**config.mk**
```make
export PLATFORM = sky130hd
export DESIGN_NAME = axi_rd_sub
export DESIGN_NICKNAME = d
export VERILOG_FILES = /design/src/rd_sub_cfg_pkg.sv /design/src/axi_rd_proto_pkg.sv /design/src/axi_rd_sub.sv /design/src/rd_skid_buffer.sv /design/src/req_ctx_delay.sv /design/src/ar_burst_ctrl.sv /design/src/burst_addr_gen.sv
export SDC_FILE = /design/constraint.sdc
export NUM_CORES = 1
export LEC_CHECK = 0
export BUFFER_PORTS_ARGS = -buffer_cell sky130_fd_sc_hd__buf_2
export CAP_MARGIN = 10
export CORE_MARGIN = 5
export CORE_UTILIZATION = 55
export DETAILED_ROUTE_END_ITERATION = 10
export PLACE_DENSITY = 0.8
export SETUP_SLACK_MARGIN = 0.15
export SYNTH_ARGS = -nofsm -noshare
export SYNTH_HDL_FRONTEND = slang
export SYNTH_HIERARCHICAL = 1
export SYNTH_SLANG_ARGS = --single-unit
```
**constraint.sdc**
```tcl
create_clock -name clk -period 7.7 [get_ports clk]
set_input_delay 0.77 -clock clk [delete_from_list [all_inputs] [get_ports clk]]
set_output_delay 0.77 -clock clk [all_outputs]
set_load 0.03 [all_outputs]
```
**src/rd_sub_cfg_pkg.sv**
```systemverilog
// ------------------------------
// Implementation constants of the read subordinate
// COMP_LAT must match the attached component
// BYTE_W must equal log2 of data bytes
// ------------------------------
package rd_sub_cfg_pkg;

    // Cycles from request accept to valid read data
    localparam int COMP_LAT = 2;

    // One skid stage per in-flight answer plus one
    // for the beat already sitting on the R channel
    localparam int SKID_STAGES = COMP_LAT + 1;

    // Byte offset bits inside one data word
    localparam int BYTE_W = 2;

endpackage

```
**src/axi_rd_proto_pkg.sv**
```systemverilog
// ------------------------------
// AXI4 read channel field widths and encodings
// Data width fixes the largest legal ARSIZE
// Only OKAY and SLVERR are ever returned
// ------------------------------
package axi_rd_proto_pkg;

    // ------------------------------
    // Channel widths
    // ------------------------------

    // Byte address
    localparam int AXI_AW = 32;

    // Read data, one word per beat
    localparam int AXI_DW = 32;

    // Transaction ID
    localparam int AXI_IW = 4;

    // ARLEN holds beats minus one
    localparam int AXI_LEN_W = 8;

    // ARSIZE holds log2 of bytes per beat
    localparam int AXI_SIZE_W = 3;

    // ------------------------------
    // Encodings
    // ------------------------------

    // Burst type, 2'b11 is reserved
    typedef enum logic [1:0] {
        BURST_FIXED = 2'b00,
        BURST_INCR  = 2'b01,
        BURST_WRAP  = 2'b10
    } axi_burst_e;

    // Response per R beat
    typedef enum logic [1:0] {
        RESP_OKAY   = 2'b00,
        RESP_EXOKAY = 2'b01,
        RESP_SLVERR = 2'b10,
        RESP_DECERR = 2'b11
    } axi_resp_e;

endpackage
```
**src/axi_rd_sub.sv**
```systemverilog
// ------------------------------
// AXI4 read subordinate, top level
// No exclusive access and no user sideband
// R beats return in request order regardless of ID
// Component latency fixed at rd_sub_cfg_pkg::COMP_LAT
// ------------------------------
`timescale 1ns/1ps

module axi_rd_sub (
    input  logic                                    clk,
    input  logic                                    rst_n,
    // AR channel
    input  logic                                    i_arvalid,
    output logic                                    o_arready,
    input  logic [axi_rd_proto_pkg::AXI_AW-1:0]     i_araddr,
    input  logic [axi_rd_proto_pkg::AXI_LEN_W-1:0]  i_arlen,
    input  logic [axi_rd_proto_pkg::AXI_SIZE_W-1:0] i_arsize,
    input  axi_rd_proto_pkg::axi_burst_e            i_arburst,
    input  logic [axi_rd_proto_pkg::AXI_IW-1:0]     i_arid,
    // R channel
    output logic                                    o_rvalid,
    input  logic                                    i_rready,
    output logic [axi_rd_proto_pkg::AXI_DW-1:0]     o_rdata,
    output logic [axi_rd_proto_pkg::AXI_IW-1:0]     o_rid,
    output axi_rd_proto_pkg::axi_resp_e             o_rresp,
    output logic                                    o_rlast,
    // Component
    output logic                                    o_req,
    output logic [axi_rd_proto_pkg::AXI_AW-1:0]     o_req_addr,
    output logic [axi_rd_proto_pkg::AXI_SIZE_W-1:0] o_req_size,
    output logic                                    o_req_last,
    input  logic                                    i_hld,
    input  logic [axi_rd_proto_pkg::AXI_DW-1:0]     i_rdata,
    input  logic                                    i_err
);

    logic                                room;
    logic                                issue;
    logic [axi_rd_proto_pkg::AXI_IW-1:0] issue_id;

    // Skid chain nets, index 0 is the chain input
    logic [rd_sub_cfg_pkg::SKID_STAGES:0] sk_valid;
    logic [rd_sub_cfg_pkg::SKID_STAGES:0] sk_ready;
    logic [axi_rd_proto_pkg::AXI_DW-1:0]  sk_data [rd_sub_cfg_pkg::SKID_STAGES+1];
    logic [axi_rd_proto_pkg::AXI_IW-1:0]  sk_id   [rd_sub_cfg_pkg::SKID_STAGES+1];
    axi_rd_proto_pkg::axi_resp_e          sk_resp [rd_sub_cfg_pkg::SKID_STAGES+1];
    logic                                 sk_last [rd_sub_cfg_pkg::SKID_STAGES+1];

    ar_burst_ctrl ctrl_i (
        .clk        (clk),
        .rst_n      (rst_n),
        .i_arvalid  (i_arvalid),
        .o_arready  (o_arready),
        .i_araddr   (i_araddr),
        .i_arlen    (i_arlen),
        .i_arsize   (i_arsize),
        .i_arburst  (i_arburst),
        .i_arid     (i_arid),
        .i_room     (room),
        .i_hld      (i_hld),
        .o_req      (o_req),
        .o_req_addr (o_req_addr),
        .o_req_size (o_req_size),
        .o_req_last (o_req_last),
        .o_issue    (issue),
        .o_issue_id (issue_id)
    );

    // Context lines up with i_rdata after the component latency
    req_ctx_delay #(
        .DEPTH (rd_sub_cfg_pkg::COMP_LAT)
    ) ctx_i (
        .clk     (clk),
        .rst_n   (rst_n),
        .i_valid (issue),
        .i_id    (issue_id),
        .i_last  (o_req_last),
        .o_valid (sk_valid[0]),
        .o_id    (sk_id[0]),
        .o_last  (sk_last[0])
    );

    // ------------------------------
    // Response and skid chain
    // ------------------------------
    assign sk_data[0] = i_rdata;
    assign sk_resp[0] = i_err ? axi_rd_proto_pkg::RESP_SLVERR : axi_rd_proto_pkg::RESP_OKAY;

    generate
        for (genvar g = 0; g < rd_sub_cfg_pkg::SKID_STAGES; g++) begin : g_skid
            rd_skid_buffer skid_i (
                .clk     (clk),
                .rst_n   (rst_n),
                .i_valid (sk_valid[g]),
                .o_ready (sk_ready[g]),
                .i_data  (sk_data[g]),
                .i_id    (sk_id[g]),
                .i_resp  (sk_resp[g]),
                .i_last  (sk_last[g]),
                .o_valid (sk_valid[g+1]),
                .i_ready (sk_ready[g+1]),
                .o_data  (sk_data[g+1]),
                .o_id    (sk_id[g+1]),
                .o_resp  (sk_resp[g+1]),
                .o_last  (sk_last[g+1])
            );
        end
    endgenerate

    // Issue only while every stage has a free skid slot
    // so all beats in flight find a place under a full stall
    assign room = &sk_ready[rd_sub_cfg_pkg::SKID_STAGES-1:0];

    // Last stage faces the master
    assign sk_ready[rd_sub_cfg_pkg::SKID_STAGES] = i_rready;
    assign o_rvalid = sk_valid[rd_sub_cfg_pkg::SKID_STAGES];
    assign o_rdata  = sk_data[rd_sub_cfg_pkg::SKID_STAGES];
    assign o_rid    = sk_id[rd_sub_cfg_pkg::SKID_STAGES];
    assign o_rresp  = sk_resp[rd_sub_cfg_pkg::SKID_STAGES];
    assign o_rlast  = sk_last[rd_sub_cfg_pkg::SKID_STAGES];

    // Component answers cannot be stalled, so a refused beat is lost
    no_drop_a: assert property (@(posedge clk) disable iff (!rst_n)
        !(sk_valid[0] && !sk_ready[0]));

endmodule

```
**src/rd_skid_buffer.sv**
```systemverilog
// ------------------------------
// Skid stage for one R beat
// Empty stage is a zero-cycle path
// o_ready is registered and falls a cycle after a stall
// ------------------------------
`timescale 1ns/1ps

module rd_skid_buffer (
    input  logic                                clk,
    input  logic                                rst_n,
    // Upstream
    input  logic                                i_valid,
    output logic                                o_ready,
    input  logic [axi_rd_proto_pkg::AXI_DW-1:0] i_data,
    input  logic [axi_rd_proto_pkg::AXI_IW-1:0] i_id,
    input  axi_rd_proto_pkg::axi_resp_e         i_resp,
    input  logic                                i_last,
    // Downstream
    output logic                                o_valid,
    input  logic                                i_ready,
    output logic [axi_rd_proto_pkg::AXI_DW-1:0] o_data,
    output logic [axi_rd_proto_pkg::AXI_IW-1:0] o_id,
    output axi_rd_proto_pkg::axi_resp_e         o_resp,
    output logic                                o_last
);

    logic                                skid_valid;
    logic [axi_rd_proto_pkg::AXI_DW-1:0] skid_data;
    logic [axi_rd_proto_pkg::AXI_IW-1:0] skid_id;
    axi_rd_proto_pkg::axi_resp_e         skid_resp;
    logic                                skid_last;

    // Ready only while the skid register is free
    assign o_ready = !skid_valid;

    always_ff @(posedge clk or negedge rst_n) begin
        if (!rst_n) begin
            skid_valid <= 1'b0;
        end else if (skid_valid) begin
            // Drain once downstream takes it
            if (i_ready) begin
                skid_valid <= 1'b0;
            end
        end else if (i_valid && !i_ready) begin
            skid_valid <= 1'b1;
        end
    end

    // Capture the passing beat when downstream stalls
    always_ff @(posedge clk) begin
        if (!skid_valid && i_valid && !i_ready) begin
            skid_data <= i_data;
            skid_id   <= i_id;
            skid_resp <= i_resp;
            skid_last <= i_last;
        end
    end

    // ------------------------------
    // Output mux
    // ------------------------------
    assign o_valid = skid_valid || i_valid;
    assign o_data  = skid_valid ? skid_data : i_data;
    assign o_id    = skid_valid ? skid_id   : i_id;
    assign o_resp  = skid_valid ? skid_resp : i_resp;
    assign o_last  = skid_valid ? skid_last : i_last;

    // A stalled beat stays put until taken
    stall_hold_a: assert property (@(posedge clk) disable iff (!rst_n)
        (o_valid && !i_ready) |=>
            (o_valid && $stable(o_data) && $stable(o_id) && $stable(o_resp) && $stable(o_last)));

endmodule

```
**src/req_ctx_delay.sv**
```systemverilog
// ------------------------------
// Carries valid, ID and last beside each request
// Delay is DEPTH cycles, DEPTH of zero gives wires
// Only the valid bits are reset
// ------------------------------
`timescale 1ns/1ps

module req_ctx_delay #(
    parameter int DEPTH = rd_sub_cfg_pkg::COMP_LAT
) (
    input  logic                                clk,
    input  logic                                rst_n,
    input  logic                                i_valid,
    input  logic [axi_rd_proto_pkg::AXI_IW-1:0] i_id,
    input  logic                                i_last,
    output logic                                o_valid,
    output logic [axi_rd_proto_pkg::AXI_IW-1:0] o_id,
    output logic                                o_last
);

    generate
        if (DEPTH == 0) begin : g_wire
            // Component answers in the request cycle
            assign o_valid = i_valid;
            assign o_id    = i_id;
            assign o_last  = i_last;
        end else begin : g_shift
            logic                                valid_q [DEPTH];
            logic [axi_rd_proto_pkg::AXI_IW-1:0] id_q    [DEPTH];
            logic                                last_q  [DEPTH];

            always_ff @(posedge clk or negedge rst_n) begin
                if (!rst_n) begin
                    for (int i = 0; i < DEPTH; i++) begin
                        valid_q[i] <= 1'b0;
                    end
                end else begin
                    valid_q[0] <= i_valid;
                    for (int i = 1; i < DEPTH; i++) begin
                        valid_q[i] <= valid_q[i-1];
                    end
                end
            end

            // Payload just follows, valid qualifies it
            always_ff @(posedge clk) begin
                id_q[0]   <= i_id;
                last_q[0] <= i_last;
                for (int i = 1; i < DEPTH; i++) begin
                    id_q[i]   <= id_q[i-1];
                    last_q[i] <= last_q[i-1];
                end
            end

            assign o_valid = valid_q[DEPTH-1];
            assign o_id    = id_q[DEPTH-1];
            assign o_last  = last_q[DEPTH-1];
        end
    endgenerate

endmodule

```
**src/ar_burst_ctrl.sv**
```systemverilog
// ------------------------------
// AR channel intake and component request issue
// One burst at a time, next AR taken on its final accept
// Requests wait for i_room so no answer can be dropped
// ------------------------------
`timescale 1ns/1ps

module ar_burst_ctrl (
    input  logic                                    clk,
    input  logic                                    rst_n,
    // AR channel
    input  logic                                    i_arvalid,
    output logic                                    o_arready,
    input  logic [axi_rd_proto_pkg::AXI_AW-1:0]     i_araddr,
    input  logic [axi_rd_proto_pkg::AXI_LEN_W-1:0]  i_arlen,
    input  logic [axi_rd_proto_pkg::AXI_SIZE_W-1:0] i_arsize,
    input  axi_rd_proto_pkg::axi_burst_e            i_arburst,
    input  logic [axi_rd_proto_pkg::AXI_IW-1:0]     i_arid,
    // Space left in the skid chain
    input  logic                                    i_room,
    // Component request side
    input  logic                                    i_hld,
    output logic                                    o_req,
    output logic [axi_rd_proto_pkg::AXI_AW-1:0]     o_req_addr,
    output logic [axi_rd_proto_pkg::AXI_SIZE_W-1:0] o_req_size,
    output logic                                    o_req_last,
    // Strobe into the context delay line
    output logic                                    o_issue,
    output logic [axi_rd_proto_pkg::AXI_IW-1:0]     o_issue_id
);

    logic out_of_rst;
    logic active;
    logic ar_take;
    logic accept;
    logic final_accept;

    // Burst context
    logic [axi_rd_proto_pkg::AXI_AW-1:0]     addr_q;
    logic [axi_rd_proto_pkg::AXI_SIZE_W-1:0] size_q;
    axi_rd_proto_pkg::axi_burst_e            burst_q;
    logic [axi_rd_proto_pkg::AXI_LEN_W-1:0]  len_q;
    logic [axi_rd_proto_pkg::AXI_IW-1:0]     id_q;
    // Beats left after the current one
    logic [axi_rd_proto_pkg::AXI_LEN_W-1:0]  cnt_q;
    logic [axi_rd_proto_pkg::AXI_AW-1:0]     next_addr;

    // ------------------------------
    // Handshakes
    // ------------------------------
    assign accept       = o_req && !i_hld;
    assign final_accept = accept && o_req_last;
    // Held low for one cycle after reset release
    assign o_arready    = out_of_rst && (!active || final_accept);
    assign ar_take      = i_arvalid && o_arready;

    always_ff @(posedge clk or negedge rst_n) begin
        if (!rst_n) begin
            out_of_rst <= 1'b0;
            active     <= 1'b0;
            cnt_q      <= '0;
        end else begin
            out_of_rst <= 1'b1;
            if (ar_take) begin
                // New burst wins over the final accept of the old one
                active <= 1'b1;
                cnt_q  <= i_arlen;
            end else if (accept) begin
                if (final_accept) begin
                    active <= 1'b0;
                end else begin
                    cnt_q <= cnt_q - 1'b1;
                end
            end
        end
    end

    // Context loads on AR, address steps on each accept
    always_ff @(posedge clk) begin
        if (ar_take) begin
            addr_q  <= i_araddr;
            size_q  <= i_arsize;
            burst_q <= i_arburst;
            len_q   <= i_arlen;
            id_q    <= i_arid;
        end else if (accept) begin
            addr_q  <= next_addr;
        end
    end

    burst_addr_gen addr_gen_i (
        .i_addr      (addr_q),
        .i_size      (size_q),
        .i_burst     (burst_q),
        .i_len       (len_q),
        .o_next_addr (next_addr)
    );

    // ------------------------------
    // Component request
    // ------------------------------
    assign o_req      = active && i_room;
    // Component sees whole words only
    assign o_req_addr = {addr_q[axi_rd_proto_pkg::AXI_AW-1:rd_sub_cfg_pkg::BYTE_W],
                         {rd_sub_cfg_pkg::BYTE_W{1'b0}}};
    assign o_req_size = size_q;
    assign o_req_last = (cnt_q == '0);
    assign o_issue    = accept;
    assign o_issue_id = id_q;

    // Master must not withdraw a pending burst
    ar_hold_a: assert property (@(posedge clk) disable iff (!rst_n)
        (i_arvalid && !o_arready) |=> i_arvalid);

endmodule

```
**src/burst_addr_gen.sv**
```systemverilog
// ------------------------------
// Next beat address of an AXI read burst
// WRAP needs len of 1, 3, 7 or 15 and a size-aligned start
// Purely combinational
// ------------------------------
`timescale 1ns/1ps

module burst_addr_gen (
    input  logic [axi_rd_proto_pkg::AXI_AW-1:0]     i_addr,
    input  logic [axi_rd_proto_pkg::AXI_SIZE_W-1:0] i_size,
    input  axi_rd_proto_pkg::axi_burst_e            i_burst,
    input  logic [axi_rd_proto_pkg::AXI_LEN_W-1:0]  i_len,
    output logic [axi_rd_proto_pkg::AXI_AW-1:0]     o_next_addr
);

    // Bytes per beat
    logic [axi_rd_proto_pkg::AXI_AW-1:0] size_bytes;
    // Length zero-extended to address width
    logic [axi_rd_proto_pkg::AXI_AW-1:0] len_ext;
    // Current address rounded down to the beat size
    logic [axi_rd_proto_pkg::AXI_AW-1:0] aligned_addr;
    logic [axi_rd_proto_pkg::AXI_AW-1:0] incr_addr;
    // Low bits that stay inside the wrap window
    logic [axi_rd_proto_pkg::AXI_AW-1:0] wrap_mask;

    always_comb begin
        size_bytes   = {{(axi_rd_proto_pkg::AXI_AW-1){1'b0}}, 1'b1} << i_size;
        len_ext      = {{(axi_rd_proto_pkg::AXI_AW-axi_rd_proto_pkg::AXI_LEN_W){1'b0}}, i_len};
        aligned_addr = i_addr & ~(size_bytes - 1'b1);
        // An unaligned first beat snaps to the next size boundary
        incr_addr    = aligned_addr + size_bytes;
        // Window is (len+1) beats of size bytes
        wrap_mask    = ((len_ext + 1'b1) << i_size) - 1'b1;
    end

    always_comb begin
        case (i_burst)
            axi_rd_proto_pkg::BURST_FIXED: begin
                o_next_addr = i_addr;
            end
            axi_rd_proto_pkg::BURST_WRAP: begin
                // Keep window base, wrap the offset
                o_next_addr = (i_addr & ~wrap_mask) | (incr_addr & wrap_mask);
            end
            default: begin
                // INCR, reserved type treated the same
                o_next_addr = incr_addr;
            end
        endcase
    end

endmodule

```
==> results of run 1 <==
-- state kept, by name, indices dropped and copies added, names as in the netlist --
name                      cells
ctrl_i/active                 1
ctrl_i/addr_q                32
ctrl_i/burst_q                2
ctrl_i/cnt_q                  8
ctrl_i/len_q                  8
ctrl_i/o_issue_id             4
ctrl_i/o_req_size             3
ctrl_i/out_of_rst             1
ctx_i/g_shift.id_q            8
ctx_i/g_shift.last_q          2
ctx_i/g_shift.valid_q         1
ctx_i/o_valid                 1
g_skid.skid_i/skid_data      96
g_skid.skid_i/skid_id        12
g_skid.skid_i/skid_last       3
g_skid.skid_i/skid_resp       6
g_skid.skid_i/skid_valid      3
-- stage by stage --
step                      hold WS (ns)  cell area (um2)  setup WS (ns)  utilization
after floorplan                 0.3096            11150          3.481            -
after global placement          0.3111            11710          3.686       0.5826
after detailed placement        0.3138            11710          3.618       0.5826
after CTS                       0.2238            12360          3.603       0.6150
after global routing            0.2448            12370          3.224       0.6151
final                           0.2317            12370          3.535       0.6153
-- worst min path at each step --
stage                                   from                     endpoint
floorplan           ctx_i/g_shift.id_q[0][0]     ctx_i/g_shift.id_q[0][4]
global placement    ctx_i/g_shift.id_q[0][1]     ctx_i/g_shift.id_q[0][5]
CTS                                    rst_n  g_skid[2].skid_i/skid_valid
global route                           rst_n  g_skid[2].skid_i/skid_valid
detailed placement  ctx_i/g_shift.id_q[0][3]     ctx_i/g_shift.id_q[0][7]
finish                                 rst_n  g_skid[2].skid_i/skid_valid
-- kinds of logic (layout without fill, tap and decap cells) --
| logic type | count (synthesis) | count (layout) | share of synthesized area |
|---|---|---|---|
| and+or+nand+nor | 217 | 217 | 0.1045 |
| DFF | 191 | 191 | 0.4989 |
| muxes | 160 | 160 | 0.1985 |
| AOI/OAI and AO/OA | 134 | 134 | 0.08610 |
| buffers and inverters | 110 | 233 | 0.07218 |
| xor gates and xnor gates | 38 | 38 | 0.02986 |
| adders and majority gates | 8 | 8 | 0.008981 |
| other | 3 | 7 | 0.001010 |
-- power groups by stage --
stage	clock network (W)	registers (W)	logic (W)
2_1_floorplan	0	0.00145	0.00102
3_3_place_gp	0	0.00147	0.00113
3_5_place_dp	0	0.00148	0.00116
4_1_cts	0.000954	0.00146	0.00117
5_1_grt	0.00101	0.00148	0.00124
6_report	0.000935	0.00146	0.00116
-- Yosys cell counts (13+ instances only) --
master      n
inv_1      26
nand2_1    50
nor2_1     42
nor3_1     24
clkbuf_1   13
xor2_1     18
mux2_2     41
buf_4      42
mux2_4    108
xnor2_1    20
dfrtp_1    15
o21ai_0    29
a21oi_1    28
edfxtp_1  166
-- area by class of cell --
cell class / instances / area [um2] / share of cell area
flip-flops and latches: 191 / 5564 / 0.4498
multi-input cells: 562 / 4806 / 0.3885
repair buffers: 175 / 908.4 / 0.07344
clock buffers: 17 / 425.4 / 0.03439
well taps: 270 / 337.8 / 0.02731
clock inverters: 15 / 225.2 / 0.01821
inverters: 26 / 97.59 / 0.007890
diodes: 2 / 5.005 / 0.0004046
-- worst register-to-register path: stages, from the launching register on --
cell	delay, ns
edfxtp_1	0.33
buf_4	0.34
nand2_1	0.28
and2_1	0.23
ha_1	0.29
nand2_1	0.11
nor3_1	0.06
a211oi_1	0.58
nand2_1	0.11
a21oi_1	0.31
and4bb_2	0.30
a32oi_4	0.42
nor3_1	0.12
xor2_1	0.16
mux2_1	0.28
-- layer usage --
layer	GRT usage	up-vias	wire, um
li1	-	3418	-
met5	0	-	17
met1	0.2772	3457	10530
met2	0.3158	263	10960
met3	0.05055	29	1729
met4	0.05437	4	347
==> metrics.yaml, run 1 <==
worst_setup_path:
  cpMostUsedCell: "nand2_1"
  cp_slowest_cell: "a211oi_1"
  crit_type: "reg -> reg"
  reg2reg_slack_ns: 3.54
  r2r-start: "ctrl_i/o_req_size[1]"
  slowest_delay_ns: 0.58
  r2r-end: "ctrl_i/addr_q[28]"
  cp-end-kind: "flop"
  path_max_fanout: 37
  cp-endpoint: "ctrl_i/addr_q[28]"
  required_ns: 7.89
  cp_cell_sequence: "buf_4 -> nand2_1 -> and2_1 -> ha_1 -> nand2_1 -> nor3_1 -> a211oi_1 -> nand2_1 -> a21oi_1 -> and4bb_2 -> a32oi_4 -> nor3_1 -> xor2_1 -> mux2_1"
  cpLargestDelayFamily: "compound AO/OA/AOI/OAI gates"
  crit_cells: 14
  rr_worst_depth: 14
  cp-start-kind: "flop"
  critical_path_buf_inv_count: 1
  crit_arrival_ns: 4.35
  setup.worst_path.start: "ctrl_i/o_req_size[1]"
sta:
  max_freq_mhz: 240.1
  hold_viol: 0
  period_minus_slack_ns: 4.165
  setup_viol: 0
  fin_tns_setup_ns: 0
  slew_viol_final: 0
  skew_ns: 0.01446
  grt_setup_unrepaired: "false"
  min_period_over_period: 0.5409
  worst_slew_pin_slew_ns: 1.160
  relSlewSlack: 0.2230
yosys:
  synthArstFlopShare: 0.07853
  yosys.area.top_type: "edfxtp_1"
  ys_warn_count: 6
  synth_ff_type: "edfxtp_1"
  ys_seq_elements: 191
  synth_edf_count: 166
  syn_area_um2: 11150
  synth-seq-area-share: 0.4989
  syn_avg_cell_area_um2: 12.95
  synthTopCellsByArea: "edfxtp_1, mux2_4, mux2_2"
  yosysUniqueCellTypes: 76
  synth_top_area_frac: 0.4472
  syn_inst: 861
drt:
  dr.pass1.iters: 5
  routedWlPerCell_um: 18.74
  drt_wl_total_um: 23580
  via_count: 7171
  vias_per_cell: 5.700
  ant_nets: 0
  drt-initial-drc-count: 620
  drc: 0
clocking:
  clock-sinks: 191
  cts.path.max_buffers: 2
  ctsHoldBuffers: 0
  cts_resized: 0
  cts_setup_buffers: 0
  clk_latency_ns: 0.44
  cts_tree: "yes"
  clk_pin_slew_ns: 0.08
  htreeDepth: 4
  root_buffer: "clkbuf_16"
  cts_buffers: 17
power_and_ir_drop:
  p_int_w: 0.002297
  leakage_nw: 4.796
  p_sw_w: 0.001258
  p_clk_frac: 0.263
  power_w: 0.003555
  combPwrFrac: 0.326
  powerDensity_nw_per_um2: 287.4
  p_seq_frac: 0.411
  switching_share: 0.3538
  peakVddDrop_mv: 0.1590
global_route:
  grt_overflow_total: 0
  first_global_vias: 7031
  grt_max_degree: 44
  grt_usage: 0.2000
  antenna_found_initial: 3
  grt_pass1_wl_um: 37800
floorplan:
  core_area_um2: 20100
  start_util: 0.5544
  die_area_um2: 23210
  rows: 52
  die_width_um: 152.4
  ios: 165
  fp.dieH_um: 152.4
layout:
  final_cell_mix: "edfxtp_1, buf_2, mux2_4"
  final_cells: 1258
  drive_above_1_share: 0.3915
  final_common_cell: "edfxtp_1"
  syn_to_final_growth_pct: 10.98
  fill_cells: 1502
  final_nets: 1068
placed_design:
  place_inst: 1224
  place_congestion: 0.8936
  place_hpwl_um: 16840
  io_buffers: 162
hold_path:
  min_path_type: "in -> async"
outcome:
  status: "finished clean"
job:
  cap_violations: 0
No activity file was read; power rests on OpenSTA's default activity.
==> run 2: changes to the inputs <==
CORE_UTILIZATION = 52   (was 55)
clock period = 3.4 ns   (was 7.7 ns; I/O delays follow)
==> run 2 against run 1 <==
  * The run now ends with setup timing left
  * Critical endpoint is now ctrl_i/addr_q[15]
  * Critical path type unchanged
  * Setup slack worse by 3.6 ns
  * Clock power up 140%
  * Highest routed layer unchanged
  * Hold slack worse by 0.15 ns
  * Cell area up 12%
  * First-iteration DRC count down 19%
  * Combinational power up 140%
  * Routed wire length up 10%
==> metrics.yaml, run 2 (synthesized netlist as in run 1, its figures left out) <==
clocking:
  cts_tree: "yes"
  clk_pin_slew_ns: 0.08  # about the same
  clock-sinks: 191  # unchanged
  cts_buffers: 17  # unchanged
  root_buffer: "clkbuf_16"
  cts.path.max_buffers: 2  # unchanged
  clk_latency_ns: 0.43  # about the same
  htreeDepth: 4  # unchanged
placed_design:
  place_hpwl_um: 18190  # +8.0%
  dp_worst_setup_slack_ns: -0.1306  # -3.749 ns
  placed_area_um2: 12440  # +6.2%
  io_buffers: 162  # unchanged
  place_congestion: 0.9099  # +1.8%
floorplan:
  fp.dieH_um: 156.4  # +2.7%
  start_util: 0.5285  # -0.02585
  rows: 53  # +1.9%
  ios: 165  # unchanged
  core_area_um2: 21090  # +4.9%
  die_width_um: 156.4  # +2.7%
  die_area_um2: 24460  # +5.4%
sta:
  hold_slack_ns: 0.08025  # -0.1514 ns
  min_period_over_period: 1.028  # +0.4875
  max_freq_mhz: 286.0  # +19%
  skew_ns: 0.01432  # -0.0001392 ns
  grt_setup_unrepaired: "true"
  relSlewSlack: 0.3032  # +0.08019
  slew_viol_final: 0  # unchanged
  worst_slew_pin_slew_ns: 1.045  # -0.1152 ns
  setup_viol: 5  # +5
  period_minus_slack_ns: 3.497  # -0.6684 ns
  fin_tns_setup_ns: -0.2107  # -0.2107 ns
  setup_slack_ns: -0.09663  # -3.632 ns
  hold_viol: 0  # unchanged
layout:
  final_nets: 1162  # +8.8%
  top_register: "g_skid.skid_i/skid_data"
  seq_area_um2: 5564  # unchanged
  largest_reg_flops: 96  # unchanged
  final_area_um2: 13810  # +12%
  multi_input_comb_area_um2: 5406  # +12%
  final_common_cell: "edfxtp_1"
  fill_cells: 1535  # +2.2%
  reg_top3: "g_skid.skid_i/skid_data x96, ctrl_i/addr_q x32, g_skid.skid_i/skid_id x12"
  syn_to_final_growth_pct: 23.89
  final_cell_mix: "edfxtp_1, buf_2, mux2_4"
  drive_above_1_share: 0.5074  # +0.1159
worst_setup_path:
  required_ns: 3.58  # -4.31 ns
  path_max_fanout: 4  # -89%
  cp-end-kind: "flop"
  cp-start-kind: "flop"
  crit_arrival_ns: 3.68  # -0.67 ns
  crit_type: "reg -> reg"
power_and_ir_drop:
  peakVddDrop_mv: 0.3746  # +140%
  p_int_w: 0.005483  # +140%
  powerDensity_nw_per_um2: 602.8  # +110%
  p_clk_frac: 0.266  # +0.003
  leakage_nw: 5.465  # +14%
  p_seq_frac: 0.397  # -0.014
  combPwrFrac: 0.337  # +0.011
  p_sw_w: 0.002841  # +130%
  switching_share: 0.3413  # -0.01251
global_route:
  grt_max_degree: 65  # +48%
  first_global_vias: 7756  # +10%
  grt_overflow_total: 0  # unchanged
  antenna_found_initial: 4  # +1
  grt_pass1_wl_um: 41030  # +8.6%
  grt_usage: 0.2105  # +0.01048
drt:
  routedWlPerCell_um: 19.14  # +2.1%
  via_count: 7668  # +6.9%
  vias_per_cell: 5.655  # -0.80%
  dr.pass1.iters: 5  # unchanged
  drc: 0  # unchanged
  ant_nets: 0  # unchanged
  drt-initial-drc-count: 501  # -19%
  drt_wl_total_um: 25960  # +10%
job:
  cap_violations: 0  # unchanged
outcome:
  violations: "setup timing"
  status: "complete, but fails checks"
hold_path:
  min_path_type: "in -> reg"
==> run 2: critical path, cell delays in order (launching register included) <==
cell and delay [ns]:
edfxtp_1 0.48, buf_6 0.14, nand4_1 0.20, o21ai_2 0.22, nand2_1 0.08, mux4_2 0.58
a211oi_2 0.24, and3_1 0.21, and4b_1 0.25, ha_4 0.21, inv_2 0.05, a21oi_2 0.06
a21oi_2 0.17, o32ai_2 0.09, mux2_4 0.27
==> run 2: what timing repair did <==
| item | CTS | global route |
|---|---|---|
| pin swaps | 19 | 32 |
| buffers inserted | 10 | 11 |
| gates resized for setup | 38 | 61 |
| endpoints found under the setup margin | 24 | 26 |
| hold buffers | 1 | 0 |
| hold endpoints to repair | 15 | 0 |
| cloned | 1 | 1 |
==> run 2: per-layer routing <==
| metal | routed length, um | global-route usage |
|---|---|---|
| met5 | 21 | 0 |
| met1 | 11050 | 0.2840 |
| met2 | 12440 | 0.3387 |
| met4 | 644 | 0.07231 |
| met3 | 1803 | 0.04618 |
==> run 2: final timing paths <==
check | from | endpoint | slack (ns) | cells after the start
min in group asynchronous | rst_n | g_skid[2].skid_i/skid_valid | 0.39 | 2
worst max-delay path | ctrl_i/len_q[2] | ctrl_i/addr_q[15] | -0.1 | 14
max in group asynchronous | rst_n | g_skid[0].skid_i/skid_valid | 2.73 | 2
worst max register to register | ctrl_i/len_q[2] | ctrl_i/addr_q[15] | -0.1 | 14
worst min register to register | ctx_i/g_shift.id_q[0][2] | ctx_i/g_shift.id_q[0][6] | 0.33 | 0
worst min-delay path | i_arid[0] | ctrl_i/o_issue_id[0] | 0.08 | 1
==> run 2: stage by stage <==
step	cells	utilization	total power, W
floorplan	863	-	0.005618
global placement	1299	0.5898	0.006000
detailed placement	1299	0.5898	0.006090
CTS	1343	0.6346	0.008343
global route	1356	0.6548	0.008719
finish	1356	0.6548	0.008324
==> run 2: layout make-up <==
type                            instances  area share
Sequential cell                       191      0.4030
Multi-Input combinational cell        562      0.3915
Timing Repair Buffer                  269      0.1250
Clock buffer                           17     0.03081
Tap cell                              275     0.02492
Clock inverter                         15     0.01749
Inverter                               26    0.007068
Antenna cell                            1   0.0001812
==> run 2: power by group through the flow <==
stage	Sequential (W)	Combinational, W	Clock [W]
after CTS	0.00329	0.00279	0.00226
after global placement	0.00332	0.00268	0
final	0.00330	0.00280	0.00222
after detailed placement	0.00334	0.00275	0
after floorplan	0.00328	0.00234	0
after global routing	0.00334	0.00300	0.00238
==> run 3: changes to the inputs <==
SETUP_SLACK_MARGIN = unset   (was 0.15)
==> run 3 against run 2 <==
  * The flow still finishes with violations (setup timing)
  * Non-clock buffer count is 15 higher
  * Critical path type unchanged
  * Clock skew is 0.0056 ns lower
  * Cell count is 1.0% higher
  * Largest power group unchanged
  * Critical endpoint is now ctrl_i/addr_q[26]
  * Setup slack worse by 0.062 ns
  * Largest cell class unchanged
  * Hold slack worse by 0.0055 ns
==> metrics.yaml, run 3 (synthesized netlist as in run 1, its figures left out) <==
floorplan:
  ios: 165  # unchanged
  die_area_um2: 24460  # unchanged
  start_util: 0.5285  # unchanged
  fp.dieH_um: 156.4  # unchanged
  core_area_um2: 21090  # unchanged
  rows: 53  # unchanged
  die_width_um: 156.4  # unchanged
layout:
  seq_area_um2: 5564  # unchanged
  final_nets: 1177  # +1.3%
  fin_util: 0.6534  # -0.001424
  final_common_cell: "edfxtp_1"
  multi_input_comb_area_um2: 5270  # -2.5%
  syn_to_final_growth_pct: 23.62
  drive_above_1_share: 0.5096  # +0.002182
  reg_top3: "g_skid.skid_i/skid_data x96, ctrl_i/addr_q x32, g_skid.skid_i/skid_id x12"
  fill_cells: 1503  # -2.1%
  top_register: "g_skid.skid_i/skid_data"
  antenna_cells: 0  # -1
  final_cell_mix: "edfxtp_1, buf_2, mux2_4"
  largest_reg_flops: 96  # unchanged
sta:
  setup_viol: 16  # +11
  hold_slack_ns: 0.07477  # -0.005477 ns
  grt_setup_unrepaired: "true"
  slew_viol_final: 0  # unchanged
  skew_ns: 0.008749  # -0.005569 ns
  hold_viol: 0  # unchanged
  max_freq_mhz: 281.0  # -1.7%
  worst_slew_pin_slew_ns: 1.027  # -0.01785 ns
  setup_slack_ns: -0.1587  # -0.06209 ns
  relSlewSlack: 0.3151  # +0.01190
  min_period_over_period: 1.047  # +0.01826
  period_minus_slack_ns: 3.559  # +0.06209 ns
clocking:
  cts.path.max_buffers: 2  # unchanged
  clock-sinks: 191  # unchanged
  root_buffer: "clkbuf_16"
  cts_buffers: 17  # unchanged
  clk_pin_slew_ns: 0.08  # about the same
  cts_tree: "yes"
  clk_latency_ns: 0.44  # about the same
  htreeDepth: 4  # unchanged
worst_setup_path:
  cp_slowest_cell: "edfxtp_1"
  slowest_delay_ns: 0.42  # -0.16 ns
  crit_arrival_ns: 3.75  # +0.07 ns
  cpMostUsedCell: "buf_4"
  path_max_fanout: 7  # +3
  cp_cell_sequence: "ha_4 -> nand4_1 -> o21ai_2 -> buf_4 -> buf_4 -> buf_4 -> a21oi_1 -> o31ai_1 -> buf_4 -> buf_6 -> o21ba_4 -> and4_4 -> a32oi_4 -> buf_12 -> nor4_4 -> xnor2_1 -> mux2_4"
  crit_type: "reg -> reg"
  cp-start-kind: "flop"
  cp-end-kind: "flop"
  cpLargestDelayFamily: "buffers and inverters"
  critical_path_buf_inv_count: 6  # +4
  required_ns: 3.59  # about the same
global_route:
  grt_usage: 0.2098  # -0.0006971
  grt_overflow_total: 0  # unchanged
  antenna_found_initial: 2  # -2
  grt_pass1_wl_um: 40730  # -0.74%
  first_global_vias: 7617  # -1.8%
  grt_max_degree: 43  # -34%
job:
  cap_violations: 0  # unchanged
power_and_ir_drop:
  peakVddDrop_mv: 0.3330  # -11%
  leakage_nw: 5.530  # +1.2%
  powerDensity_nw_per_um2: 601.4  # -0.25%
outcome:
  status: "complete, but fails checks"
  violations: "setup timing"
drt:
  drc: 0  # unchanged
  drt-initial-drc-count: 564  # +13%
  routedWlPerCell_um: 19.59  # +2.3%
  dr.pass1.iters: 5  # unchanged
  drt_wl_total_um: 26840  # +3.4%
  vias_per_cell: 5.679  # +0.42%
  via_count: 7780  # +1.5%
  ant_nets: 0  # unchanged
hold_path:
  min_path_type: "in -> reg"
placed_design:
  io_buffers: 162  # unchanged
  place_congestion: 0.9321  # +2.4%
  place_hpwl_um: 18780  # +3.3%
run 3: layer usage:
layer,vias up,GRT usage,part of all wire
li1,3633,-,-
met1,3806,0.2892,0.43
met2,299,0.3312,0.47
met3,38,0.05171,0.076
met4,4,0.06198,0.019
met5,-,0,0.0010
run 3: final cells by class:
cell class	count	area share
well taps	275	0.02497
inverters	26	0.007083
clock inverters	15	0.01626
multi-input cells	562	0.3825
flip-flops and latches	191	0.4038
clock buffers	17	0.03088
repair buffers	284	0.1345
run 3: final timing paths:
kind | cells after the start | slack [ns] | end | from
max | 17 | -0.16 | ctrl_i/addr_q[26] | ctrl_i/len_q[0]
min | 1 | 0.07 | ctrl_i/o_issue_id[3] | i_arid[3]
max reg2reg | 17 | -0.16 | ctrl_i/addr_q[26] | ctrl_i/len_q[0]
min reg2reg | 0 | 0.33 | ctx_i/g_shift.id_q[0][4] | ctx_i/g_shift.id_q[0][0]
max in group asynchronous | 2 | 2.73 | g_skid[1].skid_i/skid_valid | rst_n
min in group asynchronous | 2 | 0.38 | ctrl_i/active | rst_n
run 3: where the power goes:
part | total, W | internal (W) | switching [W]
clock network | 0.00215 | 0.00105 | 0.00110
logic | 0.00284 | 0.00123 | 0.00162
registers | 0.00329 | 0.00305 | 0.000236
total | 0.00829 | 0.00533 | 0.00296
run 3: metrics by stage:
step                      setup slack (ns)  setup TNS (ns)  instance area (um2)  instances  total power, W
after floorplan                    -0.1508          -1.232                11300        863        0.005615
after global placement            -0.04340        -0.08379                12490       1314        0.006006
final                              -0.1587         -0.9736                13780       1370        0.008286
after CTS                         0.001433               0                13290       1352        0.008286
after detailed placement           -0.1693         -0.7160                12490       1314        0.006111
after global routing               -0.3304          -4.632                13780       1370        0.008654
run 3: timing repair:
item | in CTS | in global routing
buffers inserted | 5 | 17
hold buffers | 1 | 0
pin swaps | 6 | 36
setup endpoints to repair | 15 | 23
endpoints found under the hold margin | 15 | 0
gates resized for setup | 20 | 71
cloned | 0 | 1
